===== src/source/sbox_table.hex =====
// 256 substitution bytes in address order, 16 per line, column is the low address nibble
63 7c 77 7b f2 6b 6f c5 30 01 67 2b fe d7 ab 76
ca 82 c9 7d fa 59 47 f0 ad d4 a2 af 9c a4 72 c0
b7 fd 93 26 36 3f f7 cc 34 a5 e5 f1 71 d8 31 15
04 c7 23 c3 18 96 05 9a 07 12 80 e2 eb 27 b2 75
09 83 2c 1a 1b 6e 5a a0 52 3b d6 b3 29 e3 2f 84
53 d1 00 ed 20 fc b1 5b 6a cb be 39 4a 4c 58 cf
d0 ef aa fb 43 4d 33 85 45 f9 02 7f 50 3c 9f a8
51 a3 40 8f 92 9d 38 f5 bc b6 da 21 10 ff f3 d2
cd 0c 13 ec 5f 97 44 17 c4 a7 7e 3d 64 5d 19 73
60 81 4f dc 22 2a 90 88 46 ee b8 14 de 5e 0b db
e0 32 3a 0a 49 06 24 5c c2 d3 ac 62 91 95 e4 79
e7 c8 37 6d 8d d5 4e a9 6c 56 f4 ea 65 7a ae 08
ba 78 25 2e 1c a6 b4 c6 e8 dd 74 1f 4b bd 8b 8a
70 3e b5 66 48 03 f6 0e 61 35 57 b9 86 c1 1d 9e
e1 f8 98 11 69 d9 8e 94 9b 1e 87 e9 ce 55 28 df
8c a1 89 0d bf e6 42 68 41 99 2d 0f b0 54 bb 16


===== src/source/cipher_params_pkg.sv =====
// Widths, rotations and table file of the block cipher, imported by RTL and testbench alike
package cipher_params_pkg;

        // ~~~~~~~~~~~~~~~~~~~~~~~~~~~~~~~~~~~~~~~~~~~~~~~~~~~~~~~~~~~~~~~~~~~~~~
        // Data path widths
        // ~~~~~~~~~~~~~~~~~~~~~~~~~~~~~~~~~~~~~~~~~~~~~~~~~~~~~~~~~~~~~~~~~~~~~~
        parameter int BLOCK_W = 64;             // Cipher block
        parameter int KEY_W   = 128;            // Master and working key
        parameter int BYTE_W  = 8;              // Substitution box lane

        // Round counter, enough for up to 31 rounds
        parameter int ROUND_W = 5;

        // ~~~~~~~~~~~~~~~~~~~~~~~~~~~~~~~~~~~~~~~~~~~~~~~~~~~~~~~~~~~~~~~~~~~~~~
        // Round function constants
        // ~~~~~~~~~~~~~~~~~~~~~~~~~~~~~~~~~~~~~~~~~~~~~~~~~~~~~~~~~~~~~~~~~~~~~~
        parameter int KEY_ROT = 61;             // Working key left rotation per round
        parameter int MIX_ROT = 3;              // High half left rotation in the mix

        // Substitution table, 256 bytes in hex, path relative to the run directory
        parameter string SBOX_FILE = "/design/src/source/sbox_table.hex";

endpackage


===== src/source/cipher_control.sv =====
// Control FSM with round counter, sequencing load, the rounds and the finish of each block
module cipher_control
        import cipher_params_pkg::*;
#(
        parameter int ROUNDS = 8
) (
        input  logic               clk,
        input  logic               rst_n,
        input  logic               start,
        input  logic               key_load,
        output logic               key_write,
        output logic               load,
        output logic               round_en,
        output logic [ROUND_W-1:0] round_idx,
        output logic               finish,
        output logic               busy,
        output logic               done
);

        // ~~~~~~~~~~~~~~~~~~~~~~~~~~~~~~~~~~~~~~~~~~~~~~~~~~~~~~~~~~~~~~~~~~~~~~
        // State encoding
        // ~~~~~~~~~~~~~~~~~~~~~~~~~~~~~~~~~~~~~~~~~~~~~~~~~~~~~~~~~~~~~~~~~~~~~~
        localparam logic [1:0] S_IDLE   = 2'd0;
        localparam logic [1:0] S_ROUND  = 2'd1;
        localparam logic [1:0] S_FINISH = 2'd2;

        localparam logic [ROUND_W-1:0] LAST_ROUND = ROUND_W'(ROUNDS);

        logic [1:0]         state_q;
        logic [ROUND_W-1:0] round_q;
        logic               idle;

        assign idle = (state_q == S_IDLE);

        // Strobes seen by datapath and key schedule
        assign load      = idle && start;       // Start cycle only
        assign key_write = idle && key_load;    // Key is frozen while busy
        assign round_en  = (state_q == S_ROUND);
        assign finish    = (state_q == S_FINISH);
        assign busy      = !idle;
        assign round_idx = round_q;

        // ~~~~~~~~~~~~~~~~~~~~~~~~~~~~~~~~~~~~~~~~~~~~~~~~~~~~~~~~~~~~~~~~~~~~~~
        // FSM and round counter
        // ~~~~~~~~~~~~~~~~~~~~~~~~~~~~~~~~~~~~~~~~~~~~~~~~~~~~~~~~~~~~~~~~~~~~~~
        always_ff @(posedge clk) begin
                if (!rst_n) begin
                        state_q <= S_IDLE;
                        round_q <= '0;
                        done    <= 1'b0;
                end else begin
                        done <= finish;         // Lines up with block_out update
                        case (state_q)
                                S_IDLE: begin
                                        if (start) begin
                                                state_q <= S_ROUND;
                                                round_q <= ROUND_W'(1);
                                        end
                                end
                                S_ROUND: begin
                                        if (round_q == LAST_ROUND)
                                                state_q <= S_FINISH;
                                        else
                                                round_q <= round_q + 1'b1;
                                end
                                default: begin
                                        state_q <= S_IDLE;   // Finish lasts one cycle
                                        round_q <= '0;
                                end
                        endcase
                end
        end

endmodule


===== config.mk =====
export PLATFORM = sky130hd
export DESIGN_NAME = cipher_control
export DESIGN_NICKNAME = d
export VERILOG_FILES = /design/src/source/cipher_params_pkg.sv /design/src/source/cipher_control.sv
export SDC_FILE = /design/constraint.sdc
export NUM_CORES = 1
export LEC_CHECK = 0
export ABC_CLOCK_PERIOD_IN_PS = 3200
export BUFFER_PORTS_ARGS = -buffer_cell sky130_fd_sc_hd__buf_2
export CAP_MARGIN = 15
export CORE_AREA = 2 2 39 41
export CTS_BUF_LIST = sky130_fd_sc_hd__clkbuf_8 sky130_fd_sc_hd__clkbuf_16
export DETAILED_ROUTE_END_ITERATION = 7
export DIE_AREA = 0 0 41 43
export GPL_TIMING_DRIVEN = 0
export SETUP_SLACK_MARGIN = 0.02
export SYNTH_ARGS = -nofsm -noshare
export SYNTH_HDL_FRONTEND = slang
export SYNTH_SLANG_ARGS = --single-unit

===== constraint.sdc =====
create_clock -name clk -period 3.2 [get_ports clk]
set_clock_uncertainty 0.05 [all_clocks]
set_input_delay 0.32 -clock clk [delete_from_list [all_inputs] [get_ports clk]]
set_output_delay 0.32 -clock clk [all_outputs]
set_load 0.1 [all_outputs]

Word level (Yosys, flattened, before mapping)
Cells that the tools add are included.
{"block": "totals", "register_bits": 8, "elab_cells": 22, "output_inout_bits": 11, "input_bits": 4}
{"block": "op_classes", "n_reduce_logical": 6, "n_eq_ne": 6, "n_mux": 6, "n_addsub": 1}
{"operator": "5-bit two-way mux", "n": 2}
{"operator": "5-bit one-hot mux with 2 select lines", "n": 1}
{"operator": "5-bit by 1-bit adder with 5-bit output (second input constant)", "n": 1}
{"operator": "5-bit by 4-bit == test with 1-bit output (second input constant)", "n": 1}
{"operator": "2-bit two-way mux", "n": 2}
{"operator": "2-bit != test (second input constant)", "n": 2}
{"operator": "2-bit one-hot mux with 2 select lines", "n": 1}
{"operator": "2-bit AND reduction", "n": 2}
{"operator": "2-bit by 1-bit == test with 1-bit output (second input constant)", "n": 1}
{"operator": "2-bit == test (second input constant)", "n": 1}
{"operator": "1-bit logical AND", "n": 2}
{"operator": "2-bit logical NOT", "n": 1}
{"operator": "2-bit by 1-bit != test with 1-bit output (second input constant)", "n": 1}
{"operator": "1-bit logical NOT", "n": 1}

Logic depth before layout (Yosys ltp)
{"block": "logic_depth", "ltp_word": 3, "ltp_mapped": 5, "depth_no_buf": 5}

Least setup slack after synthesis
OpenSTA, ideal clock, no wires.
{"block": "synth_timing", "kind": "register to output", "from": "reg state_q[0]", "to": "out key_write", "slack_ps": 538, "path_buffers": 1, "required_time_ps": 2830, "t_arrival_ps": 2292, "path_stages_with_launch": 4, "path_cell_list": "dfxtp_1 -> buf_6 -> or2_2 -> nor2_1"}
{"block": "synth_between", "elab_chain_cells": 2}
{"item": "start: declaration", "line": "cipher_control.sv:29", "source": "logic [1:0] state_q;"}
{"item": "start signal: assignment", "line": "cipher_control.sv:48", "source": "state_q <= S_IDLE;"}
{"item": "start signal: assignment", "line": "cipher_control.sv:56", "source": "state_q <= S_ROUND;"}
{"item": "start signal: assignment", "line": "cipher_control.sv:62", "source": "state_q <= S_FINISH;"}
{"item": "2-bit logical NOT", "line": "cipher_control.sv:33", "source": "assign idle = (state_q == S_IDLE);"}
{"item": "1-bit logical AND", "line": "cipher_control.sv:37", "source": "assign key_write = idle && key_load;"}
{"item": "end: declaration", "line": "cipher_control.sv:11", "source": "output logic key_write,"}
No other way between the ends.

Final worst setup path
Same ends and word-level chain as after synthesis.

==> run_results.csv <==
group,metric,value,unit
yosys,synth_edf_count,0,
layout,nets,73,
setup_path,worstPathRequired,2830,ps
clock_network,postCtsHoldBufs,0,
placed_design,port_buffers,14,
timing,slew_viol_final,0,
layout,layout-drive-gt1-share,32.3,%
placed_design,hpwlAfterDp,659,um
yosys,ys_types,26,
layout,multi_input_area,254,sq um
yosys,syn_nets,54,
timing,finalSetupViolCount,0,
setup_path,crit_type,"register to primary output",
route,drt-total-wl,913,um
global_route,grt_pass1_wl,1460,um
run,cap_violations,0,
yosys,ys_seq_elements,8,
layout,fill_cells,148,
global_route,grt_max_degree,11,
yosys,synth.most_common_cell,"dfxtp_1",
yosys,async_flop_share,0,%
floorplan,io_pins,15,
setup_path,worstPathArrival,1490,ps
clock_network,insertion_delay,230,ps
clock_network,cts_tree,"built",
yosys,ys_top_cells_by_area,"dfxtp_1, ha_1, nor4b_4",
floorplan,die_x,41,um
route,wire_per_inst,11.3,um
yosys,synth_xor_area_share,3.98,%
timing,post-route-period-util,58.2,%
yosys,netlist.top_cell.by_area,"dfxtp_1",
clock_network,numCtsBuffers,3,
floorplan,die_area,1760,sq um
clock_network,cts-root-buf,"clkbuf_8",
power_and_ir_drop,vdd_drop_max,0.203,mV
global_route,grt.total_usage,12.6,%
yosys,netlist_area,440,sq um
setup_path,worstSetupStartpointType,"register",
clock_network,cts_setup_buffers,0,
timing,clock.fmax,0.537,GHz
clock_network,cts.sinks,8,
clock_network,cts_buffer_depth,2,
status,status,"complete, no violations",
route,route.detailed.drc,0,
yosys,synth_top_cell_area_share,36.4,%
yosys,synthMuxAreaShare,0,%
yosys,ys_top_cells_by_count,"dfxtp_1, inv_1",
floorplan,start_util,31.8,%
clock_network,cts_max_level,1,
route,viasPerCell,4.86,
global_route,grt-ovfl-total,0,
clock_network,ctsResizeCount,0,
floorplan,die_h,43,um
timing,hold_viol,0,
setup_path,endpoint_kind,"primary output",
power_and_ir_drop,power.density,525,nW/um^2
yosys,synthFlopType,"dfxtp_1",
yosys,ys_seq_area_share,36.4,%
layout,area_growth,29.8,%
layout,seqCellArea,160,sq um
timing,fin_crit,1860,ps
yosys,yosys.area_share.simple,34.7,%
timing,tns,0,ps
yosys,synth-adder-area-share,5.68,%
route,antenna_left,0,
timing,rsz0062_at_grt,"false",
timing,max_slew.worst_pin.slew,486,ps
floorplan,fp.coreArea,1380,sq um
layout,diodes,0,
global_route,grt_pass1_vias,352,
floorplan,rows,14,
yosys,synth_top_family_by_area,"simple AND/OR/NAND/NOR gates",
min_path,hold_class,"input pin to register",
yosys,syn_inst,48,
power_and_ir_drop,power,0.300,mW
yosys,syn_avg_cell_area,9.18,sq um
route,vias,394,
placed_design,gp_congestion,0.777,
route,firstDrtPassIters,2,
power_and_ir_drop,total_leakage_power,0.273,nW
yosys,synth_warnings,0,
timing,relSlewSlack,67.8,%
route,drt_iter0_markers,4,
clock_network,clkTransAtPathRegs,50,ps
setup_path,path_max_fanout,10,
global_route,antenna_found_initial,0,
yosys,synth-compound-area-share,13.4,%
-- critical path: stages (launching register included) --
cell	delay, ps
dfxtp_1	300
buf_6	130
or2_2	310
nor2_1	90
buf_2	430
-- where the power goes --
| part | leakage (nW) | switching, mW | internal, mW |
|---|---|---|---|
| Clock | 0.0216 | 0.0421 | 0.0818 |
| Combinational | 0.186 | 0.0547 | 0.0157 |
| Sequential | 0.0652 | 0.00283 | 0.103 |
-- kinds of logic after synthesis --
logic type	after synthesis
compound gates	10
xor+xnor	2
fa+ha+maj	2
buf+inv	5
flops	8
simple gates	21
-- final cells by class --
type | count | share of cell area [%]
clock buffers | 3 | 7.22
well taps | 16 | 3.50
inverters | 4 | 2.63
repair buffers | 14 | 12.3
multi-input cells | 35 | 44.4
flip-flops and latches | 8 | 28.0
plain buffers | 1 | 1.97
-- path summary, 6_finish.rpt --
kind                                   start           end  slack, ps  depth (start not counted)
worst max-delay path              state_q[0]     key_write       1340                          4
worst min-delay path                   rst_n          done        360                          2
worst max register to register  round_idx[0]  round_idx[1]       1870                          5
worst min register to register  round_idx[4]  round_idx[4]        470                          2
-- layout by cell type, fill, tap and decap left out, types with 2 or more instances in the layout --
cell / instances
buf_2: 14
inv_1: 4
nor2_1: 3
a21oi_1: 2
dfxtp_1: 8
ha_1: 2
o21ai_0: 3
o21ai_1: 2
nand3_1: 3
clkbuf_8: 3
xor2_1: 2
nand2_1: 3
-- sequential cells by signal, indices dropped and copies added (netlist names) --
register   cells
state_q        2
done           1
round_idx      5
-- routing by layer --
layer  routed length (um)  global-route usage [%]  vias to the layer above
met3                   63                    4.71                        2
li1                     -                       -                      201
met1                  428                    15.5                      177
met2                  406                    16.6                       14
met5                    0                       0                        -
met4                   14                    10.0                        0
-- through the flow --
stage                     hold slack [ps]  worst slack, ps  utilization (%)  area [sq um]  instances
after CTS                             352             1330             41.3           572         81
after global routing                  367             1250             41.3           572         81
after detailed placement              460             1580             38.3           531         78
after global placement                452             1600             38.3           531         78
after floorplan                       392              538                -           440         48
final                                 359             1340             41.3           572         81
Note: power is estimated with default switching activity, not from simulation.
