$ cat src/source/sbox_table.hex
// 256 substitution bytes in address order, 16 per line, column is the low address nibble
63 7c 77 7b f2 6b 6f c5 30 01 67 2b fe d7 ab 76
ca 82 c9 7d fa 59 47 f0 ad d4 a2 af 9c a4 72 c0
b7 fd 93 26 36 3f f7 cc 34 a5 e5 f1 71 d8 31 15
04 c7 23 c3 18 96 05 9a 07 12 80 e2 eb 27 b2 75
09 83 2c 1a 1b 6e 5a a0 52 3b d6 b3 29 e3 2f 84
53 d1 00 ed 20 fc b1 5b 6a cb be 39 4a 4c 58 cf
d0 ef aa fb 43 4d 33 85 45 f9 02 7f 50 3c 9f a8
51 a3 40 8f 92 9d 38 f5 bc b6 da 21 10 ff f3 d2
cd 0c 13 ec 5f 97 44 17 c4 a7 7e 3d 64 5d 19 73
60 81 4f dc 22 2a 90 88 46 ee b8 14 de 5e 0b db
e0 32 3a 0a 49 06 24 5c c2 d3 ac 62 91 95 e4 79
e7 c8 37 6d 8d d5 4e a9 6c 56 f4 ea 65 7a ae 08
ba 78 25 2e 1c a6 b4 c6 e8 dd 74 1f 4b bd 8b 8a
70 3e b5 66 48 03 f6 0e 61 35 57 b9 86 c1 1d 9e
e1 f8 98 11 69 d9 8e 94 9b 1e 87 e9 ce 55 28 df
8c a1 89 0d bf e6 42 68 41 99 2d 0f b0 54 bb 16

$ cat src/source/cipher_params_pkg.sv
// Widths, rotations and table file of the block cipher, imported by RTL and testbench alike
package cipher_params_pkg;

        // ~~~~~~~~~~~~~~~~~~~~~~~~~~~~~~~~~~~~~~~~~~~~~~~~~~~~~~~~~~~~~~~~~~~~~~
        // Data path widths
        // ~~~~~~~~~~~~~~~~~~~~~~~~~~~~~~~~~~~~~~~~~~~~~~~~~~~~~~~~~~~~~~~~~~~~~~
        parameter int BLOCK_W = 64;             // Cipher block
        parameter int KEY_W   = 128;            // Master and working key
        parameter int BYTE_W  = 8;              // Substitution box lane

        // Round counter, enough for up to 31 rounds
        parameter int ROUND_W = 5;

        // ~~~~~~~~~~~~~~~~~~~~~~~~~~~~~~~~~~~~~~~~~~~~~~~~~~~~~~~~~~~~~~~~~~~~~~
        // Round function constants
        // ~~~~~~~~~~~~~~~~~~~~~~~~~~~~~~~~~~~~~~~~~~~~~~~~~~~~~~~~~~~~~~~~~~~~~~
        parameter int KEY_ROT = 61;             // Working key left rotation per round
        parameter int MIX_ROT = 3;              // High half left rotation in the mix

        // Substitution table, 256 bytes in hex, path relative to the run directory
        parameter string SBOX_FILE = "/design/src/source/sbox_table.hex";

endpackage

$ cat src/source/diy_sbox.sv
// Combinational 8-bit substitution ROM filled from the hex table, used by datapath and key schedule
module diy_sbox
        import cipher_params_pkg::*;
(
        input  logic [BYTE_W-1:0] sbox_in,
        output logic [BYTE_W-1:0] sbox_out
);

        // ~~~~~~~~~~~~~~~~~~~~~~~~~~~~~~~~~~~~~~~~~~~~~~~~~~~~~~~~~~~~~~~~~~~~~~
        // Table storage
        // ~~~~~~~~~~~~~~~~~~~~~~~~~~~~~~~~~~~~~~~~~~~~~~~~~~~~~~~~~~~~~~~~~~~~~~
        logic [BYTE_W-1:0] rom [0:(1<<BYTE_W)-1];

        initial begin
                $readmemh(SBOX_FILE, rom);      // 16 entries per line, address order
        end

        // Pure lookup, no clock
        assign sbox_out = rom[sbox_in];

endmodule

$ cat src/source/key_schedule.sv
// Key schedule holding the master and working keys and handing one round key per round
module key_schedule
        import cipher_params_pkg::*;
(
        input  logic               clk,
        input  logic               rst_n,
        input  logic [KEY_W-1:0]   key,
        input  logic               key_write,
        input  logic               load,
        input  logic               round_en,
        input  logic [ROUND_W-1:0] round_idx,
        output logic [BLOCK_W-1:0] round_key
);

        logic [KEY_W-1:0]  master_q;            // Written by key_write
        logic [KEY_W-1:0]  work_q;              // Updated once per round
        logic [KEY_W-1:0]  rot_key;
        logic [KEY_W-1:0]  next_key;
        logic [BYTE_W-1:0] top_sub;

        // ~~~~~~~~~~~~~~~~~~~~~~~~~~~~~~~~~~~~~~~~~~~~~~~~~~~~~~~~~~~~~~~~~~~~~~
        // Round update: rotate, substitute top byte, add round number
        // ~~~~~~~~~~~~~~~~~~~~~~~~~~~~~~~~~~~~~~~~~~~~~~~~~~~~~~~~~~~~~~~~~~~~~~
        assign rot_key = {work_q[KEY_W-KEY_ROT-1:0], work_q[KEY_W-1 -: KEY_ROT]};

        diy_sbox key_sbox_inst (
                .sbox_in  (rot_key[KEY_W-1 -: BYTE_W]),
                .sbox_out (top_sub)
        );

        always_comb begin
                next_key = rot_key;
                next_key[KEY_W-1 -: BYTE_W] = top_sub;
                next_key[BYTE_W-1:0] = rot_key[BYTE_W-1:0] ^
                                       {{(BYTE_W-ROUND_W){1'b0}}, round_idx};
        end

        // ~~~~~~~~~~~~~~~~~~~~~~~~~~~~~~~~~~~~~~~~~~~~~~~~~~~~~~~~~~~~~~~~~~~~~~
        // Key registers
        // ~~~~~~~~~~~~~~~~~~~~~~~~~~~~~~~~~~~~~~~~~~~~~~~~~~~~~~~~~~~~~~~~~~~~~~
        always_ff @(posedge clk) begin
                if (!rst_n) begin
                        master_q <= '0;         // No key material survives reset
                        work_q   <= '0;
                end else begin
                        if (key_write)
                                master_q <= key;
                        if (load)
                                work_q <= master_q;     // Fresh copy per block
                        else if (round_en)
                                work_q <= next_key;
                end
        end

        // Round key is the upper half of the working key
        assign round_key = work_q[KEY_W-1 -: BLOCK_W];

endmodule

$ cat config.mk
export PLATFORM = sky130hd
export DESIGN_NAME = key_schedule
export DESIGN_NICKNAME = d
export VERILOG_FILES = /design/src/source/cipher_params_pkg.sv /design/src/source/diy_sbox.sv /design/src/source/key_schedule.sv
export SDC_FILE = /design/constraint.sdc
export NUM_CORES = 1
export LEC_CHECK = 0
export BUFFER_PORTS_ARGS = -buffer_cell sky130_fd_sc_hd__buf_2
export CORE_MARGIN = 2
export CORE_UTILIZATION = 60
export CTS_CLUSTER_SIZE = 12
export DETAILED_ROUTE_END_ITERATION = 8
export PLACE_DENSITY = 0.85
export SLEW_MARGIN = 20
export SYNTH_ARGS = -nofsm -noshare
export SYNTH_HDL_FRONTEND = slang
export SYNTH_SLANG_ARGS = --single-unit
$ cat constraint.sdc
create_clock -name clk -period 3 [get_ports clk]
set_input_delay 0.3 -clock clk [delete_from_list [all_inputs] [get_ports clk]]
set_output_delay 0.3 -clock clk [all_outputs]
set_load 0.03 [all_outputs]
Yosys cells after proc, flatten, opt, wreduce, memory -nomap -nowiden
Index checks and enable logic that the tools add are counted.

Add/subtract/negate cells: 0. $mul: 0. Divide/modulo/power cells: 0. $lt $le $gt $ge: 0. Equality and inequality tests: 0. Shift-type cells: 0. Mux-type cells: 2. Bitwise gates (word level): 1. Reductions and logical operators: 1.

Operator list (number): $mux 128 (2); $xor 8x5->8 (1); $reduce_bool 2->1 (1).

Register bits: 256. Bits in latches: 0. RAM bits: 0. Memory bits (read-only): 0. Bits of input ports: 138. Output and inout bits: 64. Word-level logic and storage cells: 6. Memories: 0.

Longest topological paths before layout
Gate-level depths: netlist of the first run.

Depth in word-level cells: 3. Depth in mapped cells: 5. Depth with buffers taken out: 2.

By module
A second synthesis of the first run with hierarchy kept.

Cell total of the unflattened synthesis: 1061. Area, all modules: 11951.5 µm².

Modules (own cells, without submodules): key_schedule (times used 1, cells an instance 1052, area an instance 11887.7 µm²); diy_sbox (times used 1, cells an instance 9, area an instance 63.8 µm²).

Worst setup path after synthesis of the first run
No wires, ideal clock.

Path type: input -> register. Start point: in round_en. End point: reg work_q[69]. Library setup time: 0.116 ns. Data arrival time: 1.086 ns. Required time: 2.884 ns. Setup slack: 1.798 ns. Stages on the path: 4. Path buffers: 2. Cell sequence: buf_6 buf_6 mux2_2 o211a_1.

Longest elaborated chain between the ends: 1.

RTL lines: from (decl) (RTL line key_schedule.sv:10) `input logic round_en,`; $reduce_bool 2->1 (no line); to (signal assigned) (RTL line key_schedule.sv:49) `work_q <= master_q;`; to (signal assigned) (RTL line key_schedule.sv:51) `work_q <= next_key;`; to (decl) (RTL line key_schedule.sv:16) `logic [KEY_W-1:0] work_q;`.

No other way between the ends. A chain may end at the register's enable or synchronous reset.

Worst setup path after layout of the first run
Start point: in round_en. End point: reg work_q[51].

The elaborated chain is that of the path after synthesis.

==> impl_table.tex, run 1 <==
\begin{tabular}{lr}
\hline
Metric & Value \\
\hline
\multicolumn{2}{l}{\textbf{Status}} \\
Outcome & complete, no violations \\
\multicolumn{2}{l}{\textbf{STA}} \\
Clock tree skew after final layout & 0.006080 ns \\
Setup repair after global routing missed its margin & false \\
Final count of pins violating max slew & 0 \\
Total Neg Setup Slack & 0 ns \\
Transition at the pin with the smallest max-transition slack & 0.8687 ns \\
Max Clock Freq & about 660 MHz \\
Slew HR & 0.4209 \\
Final critical path time including I/O delays and setup & around 1.5 ns \\
Final-report hold violation count & 0 \\
Final number of setup-violating endpoints & 0 \\
Final clock period utilization by the worst path & 0.5013 \\
\multicolumn{2}{l}{\textbf{Finish}} \\
Layout fillers & 1,333 \\
Diodes inserted & 0 \\
Fraction of final layout cells with drive strength greater than 1 & 0.2433 \\
Post-layout net count & 1,210 \\
Post-route non-filler standard cell count & between 1,000 and 1,500 \\
Post-route standard cell area excluding fillers & 0.01227 mm\^{}2 \\
Area delta synth->final & 12.11\% \\
\multicolumn{2}{l}{\textbf{Worst hold path}} \\
Worst Hold Class & in -> reg \\
Hold path endpoint & master\_q[29]\$\_SDFFE\_PN0P\_ \\
Critical hold path startpoint & key[29] \\
Cells on Worst Hold Path & 3 \\
\multicolumn{2}{l}{\textbf{Critical path}} \\
Data arrival, critical path & 1.90 ns \\
Startpoint type of the worst setup path & primary input \\
Largest fanout of any net on the critical path & 63 \\
Worst-case reg-to-reg path depth & 2 \\
Startpoint of the most critical setup path & round\_en \\
Kind of end point of the critical path & flop \\
Critical path type & in -> reg \\
Register-to-register path setup slack & 1.92 ns \\
Required time at the worst-slack endpoint & $\sim$3.4 ns \\
Reg-to-Reg Start & work\_q[121]\$\_SDFFE\_PN0P\_ \\
Endpoint of the lowest-slack register-to-register path & work\_q[121]\$\_SDFFE\_PN0P\_ \\
\multicolumn{2}{l}{\textbf{GRT}} \\
Vias in the first global route & 7,019 \\
Remaining global-route overflow & 0 \\
Number of antenna violations at the first check in global routing & 0 \\
Maximum number of pins on one net before global-route repair & about 120 \\
Wire length of the first global-routing pass & between 30,000 and 40,000 um \\
Total Routing Usage GR & 0.2159 \\
\multicolumn{2}{l}{\textbf{Synthesis}} \\
Area share of the leading cell type in the synthesized netlist & 0.4390 \\
Number of distinct library cells after synthesis & 24 \\
Leading post-synthesis cells by cell area & dfxtp\_1 44\%, mux2i\_1 11\%, o211a\_1 10\%, mux2\_1 9.0\%, nor2b\_1 6.9\% \\
Avg Inst Size Synth & 11.18 um\^{}2 \\
\#FFs+latches synth & 240 \\
Net count after synthesis & 1,117 \\
Syn Std Cell Area & 0.01094 mm\^{}2 \\
Library cell with the largest summed area after synthesis & dfxtp\_1 \\
EDFF count, synth & 0 \\
Async SR Flop Fraction & 0 \\
Warnings, synthesis & 0 \\
Post-synthesis sequential area ratio & 0.4390 \\
Top\_reg\_cell synth & dfxtp\_1 \\
Cells after Synth & 979 \\
\multicolumn{2}{l}{\textbf{Clocking}} \\
Number of post-CTS setup repair buffers & 0 \\
Clock sink count & 240 \\
Total CTS buffers & 25 \\
Gates resized, CTS repair & 0 \\
\# hold bufs at CTS & 0 \\
Clock tree root buffer cell & clkbuf\_16 \\
Number of H-tree branching levels & 1 \\
TritonCTS clock tree & built \\
Worst skew pair latency & 0.50 ns \\
CTS max path bufs & 3 \\
Clock transition time at the flip-flop clock pins of the worst setup and hold paths & 0.06 ns \\
\multicolumn{2}{l}{\textbf{Drt}} \\
Remaining antenna violation count & 0 \\
Total via count after detailed routing & around 7,000 \\
Number of remaining DRC errors & 0 \\
Final Routed Wirelength & 21,440 um \\
DR vias/cell & 5.358 \\
Drt wl/cell & 16.32 um \\
Number of design-rule violations left by the first detailed-router iteration & approximately 240 \\
Initial DRT Pass Iterations & 4 \\
\multicolumn{2}{l}{\textbf{Pwr}} \\
Static Leak & $\sim$6.6 nW \\
VDD IR max & 0.4903 mV \\
Power density over the cells & around 600 mW/mm\^{}2 \\
\multicolumn{2}{l}{\textbf{Place}} \\
HPWL after detailed placement & about 14,000 um \\
Weighted congestion at the end of routability-driven global placement & 0.7874 \\
Placed instance count & 1,274 \\
Number of buffers inserted by port buffering & 190 \\
Post-place instance area & 0.01150 mm\^{}2 \\
\multicolumn{2}{l}{\textbf{Die}} \\
Std cell rows & 49 \\
Core Region & 0.01790 mm\^{}2 \\
Ports placed on the boundary & 202 \\
Die Width & $\sim$140 um \\
Die Y & 139.1 um \\
Overall die area & 0.01934 mm\^{}2 \\
Initial standard-cell utilization of the core & 0.6113 \\
\multicolumn{2}{l}{\textbf{Job}} \\
Total of max-cap violations & 0 \\
\hline
\end{tabular}
==> flip-flops by register name (all words and copies together), names as in the netlist <==
name	count
master_q	120
work_q	120
==> cell families after synthesis <==
family	Yosys count	share of synthesized area
compound gates	120	0.1075
flops	240	0.4390
xor+xnor	2	0.001601
simple gates	251	0.1498
buf+inv	136	0.07923
mux	230	0.2229
==> report_power, final <==
group | switching (mW) | internal [mW] | total, mW
Combinational | 0.450 | 0.433 | 0.884
Sequential | 0.110 | 3.38 | 3.49
Clock | 1.17 | 1.75 | 2.93
==> per-stage QoR <==
| step | power [mW] | utilization | hold WS, ns | worst slack (ns) |
|---|---|---|---|---|
| after floorplan | 4.253 | - | 0.4300 | 1.798 |
| after global placement | 4.417 | 0.6424 | 0.4378 | 1.030 |
| after detailed placement | 4.449 | 0.6424 | 0.4455 | 1.001 |
| after CTS | 7.368 | 0.6854 | 0.03685 | 1.519 |
| after global routing | 7.591 | 0.6854 | 0.04626 | 1.443 |
| final | 7.303 | 0.6854 | 0.05311 | 1.496 |
==> how the worst max path moves through the flow <==
| stage | endpoint | slack, ns | cells after the start |
|---|---|---|---|
| after global routing | work_q[51]$_SDFFE_PN0P_ | 1.44 | 4 |
| after detailed placement | work_q[51]$_SDFFE_PN0P_ | 1.00 | 4 |
| after global placement | work_q[119]$_SDFFE_PN0P_ | 1.03 | 4 |
| final | work_q[51]$_SDFFE_PN0P_ | 1.50 | 4 |
| after floorplan | work_q[69]$_SDFFE_PN0P_ | 1.80 | 4 |
| after CTS | work_q[51]$_SDFFE_PN0P_ | 1.52 | 4 |
==> layer usage <==
metal | routed length [um] | vias up | track usage | part of all wire
met5 | 0 | - | 0 | 0
met4 | 489 | 0 | 0.05529 | 0.023
met3 | 1199 | 35 | 0.05180 | 0.056
met2 | 10190 | 152 | 0.3674 | 0.48
met1 | 9562 | 3344 | 0.2770 | 0.45
li1 | - | 3509 | - | -
==> layout by cell type (no fill, tap or decap) <==
| cell type | n |
|---|---|
| dfxtp_1 | 240 |
| buf_2 | 186 |
| mux2i_1 | 120 |
| nor2b_1 | 120 |
| o211a_1 | 110 |
| mux2_1 | 87 |
| nand2b_1 | 62 |
| or2b_1 | 48 |
| clkbuf_16 | 25 |
| mux2_2 | 23 |
| nand2_1 | 8 |
| clkbuf_1 | 8 |
| or3b_2 | 7 |
| a21boi_1 | 7 |
| buf_4 | 7 |
| clkbuf_8 | 6 |
| buf_12 | 6 |
| buf_6 | 3 |
| xnor2_1 | 2 |
| nand4bb_1 | 2 |
| nand3_1 | 2 |
| o211ai_1 | 2 |
| nand3b_1 | 1 |
| or3b_1 | 1 |
| a21boi_0 | 1 |
| bufinv_16 | 1 |
==> synthesized netlist by cell type, types with 7 or more instances <==
library cell,instances
mux2_1,87
nor2b_1,120
buf_2,23
mux2_2,23
buf_4,67
dfxtp_1,240
nand2b_1,62
or2b_1,48
buf_6,10
a21boi_1,7
nand2_1,8
or3b_2,7
clkbuf_1,33
mux2i_1,120
o211a_1,110
==> critical path, stage by stage <==
cell	delay (ns)
buf_4	0.66
buf_12	0.31
mux2_1	0.36
o211a_1	0.21
==> area by class of cell <==
cell class	instances	area, um^2	area share
clock inverters	1	30.03	0.002447
flip-flops and latches	240	4805	0.3916
clock buffers	39	738.2	0.06017
well taps	229	286.5	0.02335
multi-input cells	603	5273	0.4297
repair buffers	202	1137	0.09270
(Power assumes the default switching activity.)
==> run 2: changes to the inputs <==
CORE_UTILIZATION = 56   (was 60)
PLACE_DENSITY = 0.8   (was 0.85)
clock period = 1.4 ns   (was 3 ns; I/O delays follow)
==> impl_table.tex, run 2 (synthesized netlist as in run 1, its figures left out) <==
\begin{tabular}{lr}
\hline
Metric & Value \\
\hline
\multicolumn{2}{l}{\textbf{STA}} \\
Total Neg Setup Slack & 0 ns \\
Least setup slack across all paths after layout & 0.07459 ns \\
Setup repair after global routing missed its margin & false \\
Final critical path time including I/O delays and setup & 1.325 ns \\
Final number of setup-violating endpoints & 0 \\
Max Clock Freq & 754.5 MHz \\
Final count of pins violating max slew & 0 \\
Slew HR & 0.7523 \\
Final-report hold violation count & 0 \\
Final clock period utilization by the worst path & 0.9467 \\
Clock tree skew after final layout & approximately 0.012 ns \\
Transition at the pin with the smallest max-transition slack & $\sim$0.37 ns \\
\multicolumn{2}{l}{\textbf{Critical path}} \\
Critical path type & reg -> out \\
Critical-path cell with the highest stage delay & dfxtp\_1 \\
Sum of buffers and inverters on the critical path & 1 \\
Maximum cell stage delay along the critical path & 0.43 ns \\
Data arrival, critical path & 1.19 ns \\
Required time at the worst-slack endpoint & 1.26 ns \\
Startpoint type of the worst setup path & flop \\
Largest fanout of any net on the critical path & 3 \\
Critical Path, Cell by Cell & buf\_2 \\
Kind of end point of the critical path & output port \\
Family of cells with the greatest summed delay on the critical path & flip-flops \\
\multicolumn{2}{l}{\textbf{Drt}} \\
Number of remaining DRC errors & 0 \\
DR vias/cell & about 5.2 \\
Drt wl/cell & 16.96 um \\
Total via count after detailed routing & 7,856 \\
Number of design-rule violations left by the first detailed-router iteration & 335 \\
Final Routed Wirelength & approximately 26,000 um \\
Remaining antenna violation count & 0 \\
Initial DRT Pass Iterations & 7 \\
\multicolumn{2}{l}{\textbf{Clocking}} \\
TritonCTS clock tree & built \\
CTS max path bufs & 3 \\
Total CTS buffers & 26 \\
Gates resized, CTS repair & 0 \\
Worst skew pair latency & 0.52 ns \\
Clock transition time at the flip-flop clock pins of the worst setup and hold paths & 0.06 ns \\
Number of H-tree branching levels & 1 \\
Clock tree root buffer cell & clkbuf\_16 \\
Clock sink count & 240 \\
\multicolumn{2}{l}{\textbf{Pwr}} \\
Power density over the cells & 1167 mW/mm\^{}2 \\
Clock group share of total power & 0.398 \\
Static Leak & 7.348 nW \\
VDD IR max & 1.031 mV \\
Fraction of power consumed by sequential logic & 0.458 \\
Switch Pwr & 4.046 mW \\
Cell-internal power & around 12 mW \\
Switching part of the total power & 0.2471 \\
Proportion of power drawn by combinational gates & 0.143 \\
\multicolumn{2}{l}{\textbf{Place}} \\
Weighted congestion at the end of routability-driven global placement & 0.7747 \\
Number of buffers inserted by port buffering & 190 \\
Post-place instance area & 0.01186 mm\^{}2 \\
Placed instance count & 1,333 \\
Pre-CTS setup slack & roughly 0.038 ns \\
HPWL after detailed placement & 14,860 um \\
\multicolumn{2}{l}{\textbf{Worst hold path}} \\
Worst Hold Class & in -> reg \\
\multicolumn{2}{l}{\textbf{Die}} \\
Ports placed on the boundary & 202 \\
Die Y & between 100 and 150 um \\
Std cell rows & 51 \\
Die Width & $\sim$140 um \\
Core Region & 0.01933 mm\^{}2 \\
Overall die area & approximately 0.021 mm\^{}2 \\
Initial standard-cell utilization of the core & 0.5660 \\
\multicolumn{2}{l}{\textbf{GRT}} \\
Number of antenna violations at the first check in global routing & 0 \\
Maximum number of pins on one net before global-route repair & 84 \\
Wire length of the first global-routing pass & 40,540 um \\
Remaining global-route overflow & 0 \\
Total Routing Usage GR & 0.2428 \\
Vias in the first global route & 8,085 \\
\multicolumn{2}{l}{\textbf{Finish}} \\
Commonest cells after routing, fill and taps aside & 240 x dfxtp\_1, 186 x buf\_2, 136 x dlygate4sd3\_1, 120 x mux2i\_1, 120 x nor2b\_1 \\
Post-route non-filler standard cell count & 1,514 \\
Layout fillers & 1,306 \\
Largest registers in the final layout & master\_q x120, work\_q x120 \\
Fraction of final layout cells with drive strength greater than 1 & 0.2354 \\
Core utilization of the finished layout & 0.7256 \\
Most common library cell in the layout ignoring fill and taps & dfxtp\_1 \\
Area delta synth->final & 28.18\% \\
Post-layout net count & 1,370 \\
Diodes inserted & 0 \\
Post-route standard cell area excluding fillers & between 0.01 and 0.015 mm\^{}2 \\
\multicolumn{2}{l}{\textbf{Job}} \\
Total of max-cap violations & 0 \\
\multicolumn{2}{l}{\textbf{Status}} \\
Outcome & complete, no violations \\
\hline
\end{tabular}
[run 2: changes by cell type in the layout (fill, tap and decap cells not counted), sizes merged]
cell / delta
bufinv: -1
clkinv: +6
dlygate4sd3: +136
buf: +23
[run 2: power by group through the flow]
stage               clock network [mW]  registers, mW  logic (mW)
finish                            6.52           7.51        2.35
global placement                     0           7.63        1.96
CTS                               6.64           7.50        2.31
global route                      6.94           7.55        2.53
floorplan                            0           7.57        1.54
detailed placement                   0           7.64        2.00
[run 2: worst paths after layout]
kind | from | end | slack (ns) | cells after the start
worst max-delay path | work_q[79]$_SDFFE_PN0P_ | round_key[15] | 0.07 | 1
worst min-delay path | load | work_q[121]$_SDFFE_PN0P_ | 0.04 | 3
worst max register to register | master_q[124]$_SDFFE_PN0P_ | master_q[124]$_SDFFE_PN0P_ | 0.17 | 3
worst min register to register | master_q[122]$_SDFFE_PN0P_ | work_q[122]$_SDFFE_PN0P_ | 0.45 | 2
[run 2: timing repair]
item,in CTS,in global routing
setup buffers,0,0
hold buffers,136,0
hold endpoints to repair,130,0
[run 2: stage by stage]
stage | hold WS, ns | power (mW)
floorplan | 0.3091 | 9.113
global placement | 0.3941 | 9.586
detailed placement | 0.4037 | 9.645
CTS | 0.009975 | 16.44
global route | 0.02755 | 17.02
finish | 0.04340 | 16.38
[run 2: area by class of cell]
cell class,count,area (um^2),area share
Sequential cell,240,4805,0.3425
Tap cell,265,331.6,0.02364
Clock inverter,6,30.03,0.002141
Clock buffer,39,780.7,0.05565
Timing Repair Buffer,361,2809,0.2002
Multi-Input combinational cell,603,5273,0.3758
[run 2: routing by layer]
metal	routed length, um	vias up	track usage
li1	-	3836	-
met1	11030	3757	0.2969
met2	12760	204	0.4303
met3	1111	59	0.04432
met4	775	0	0.07998
met5	0	-	0
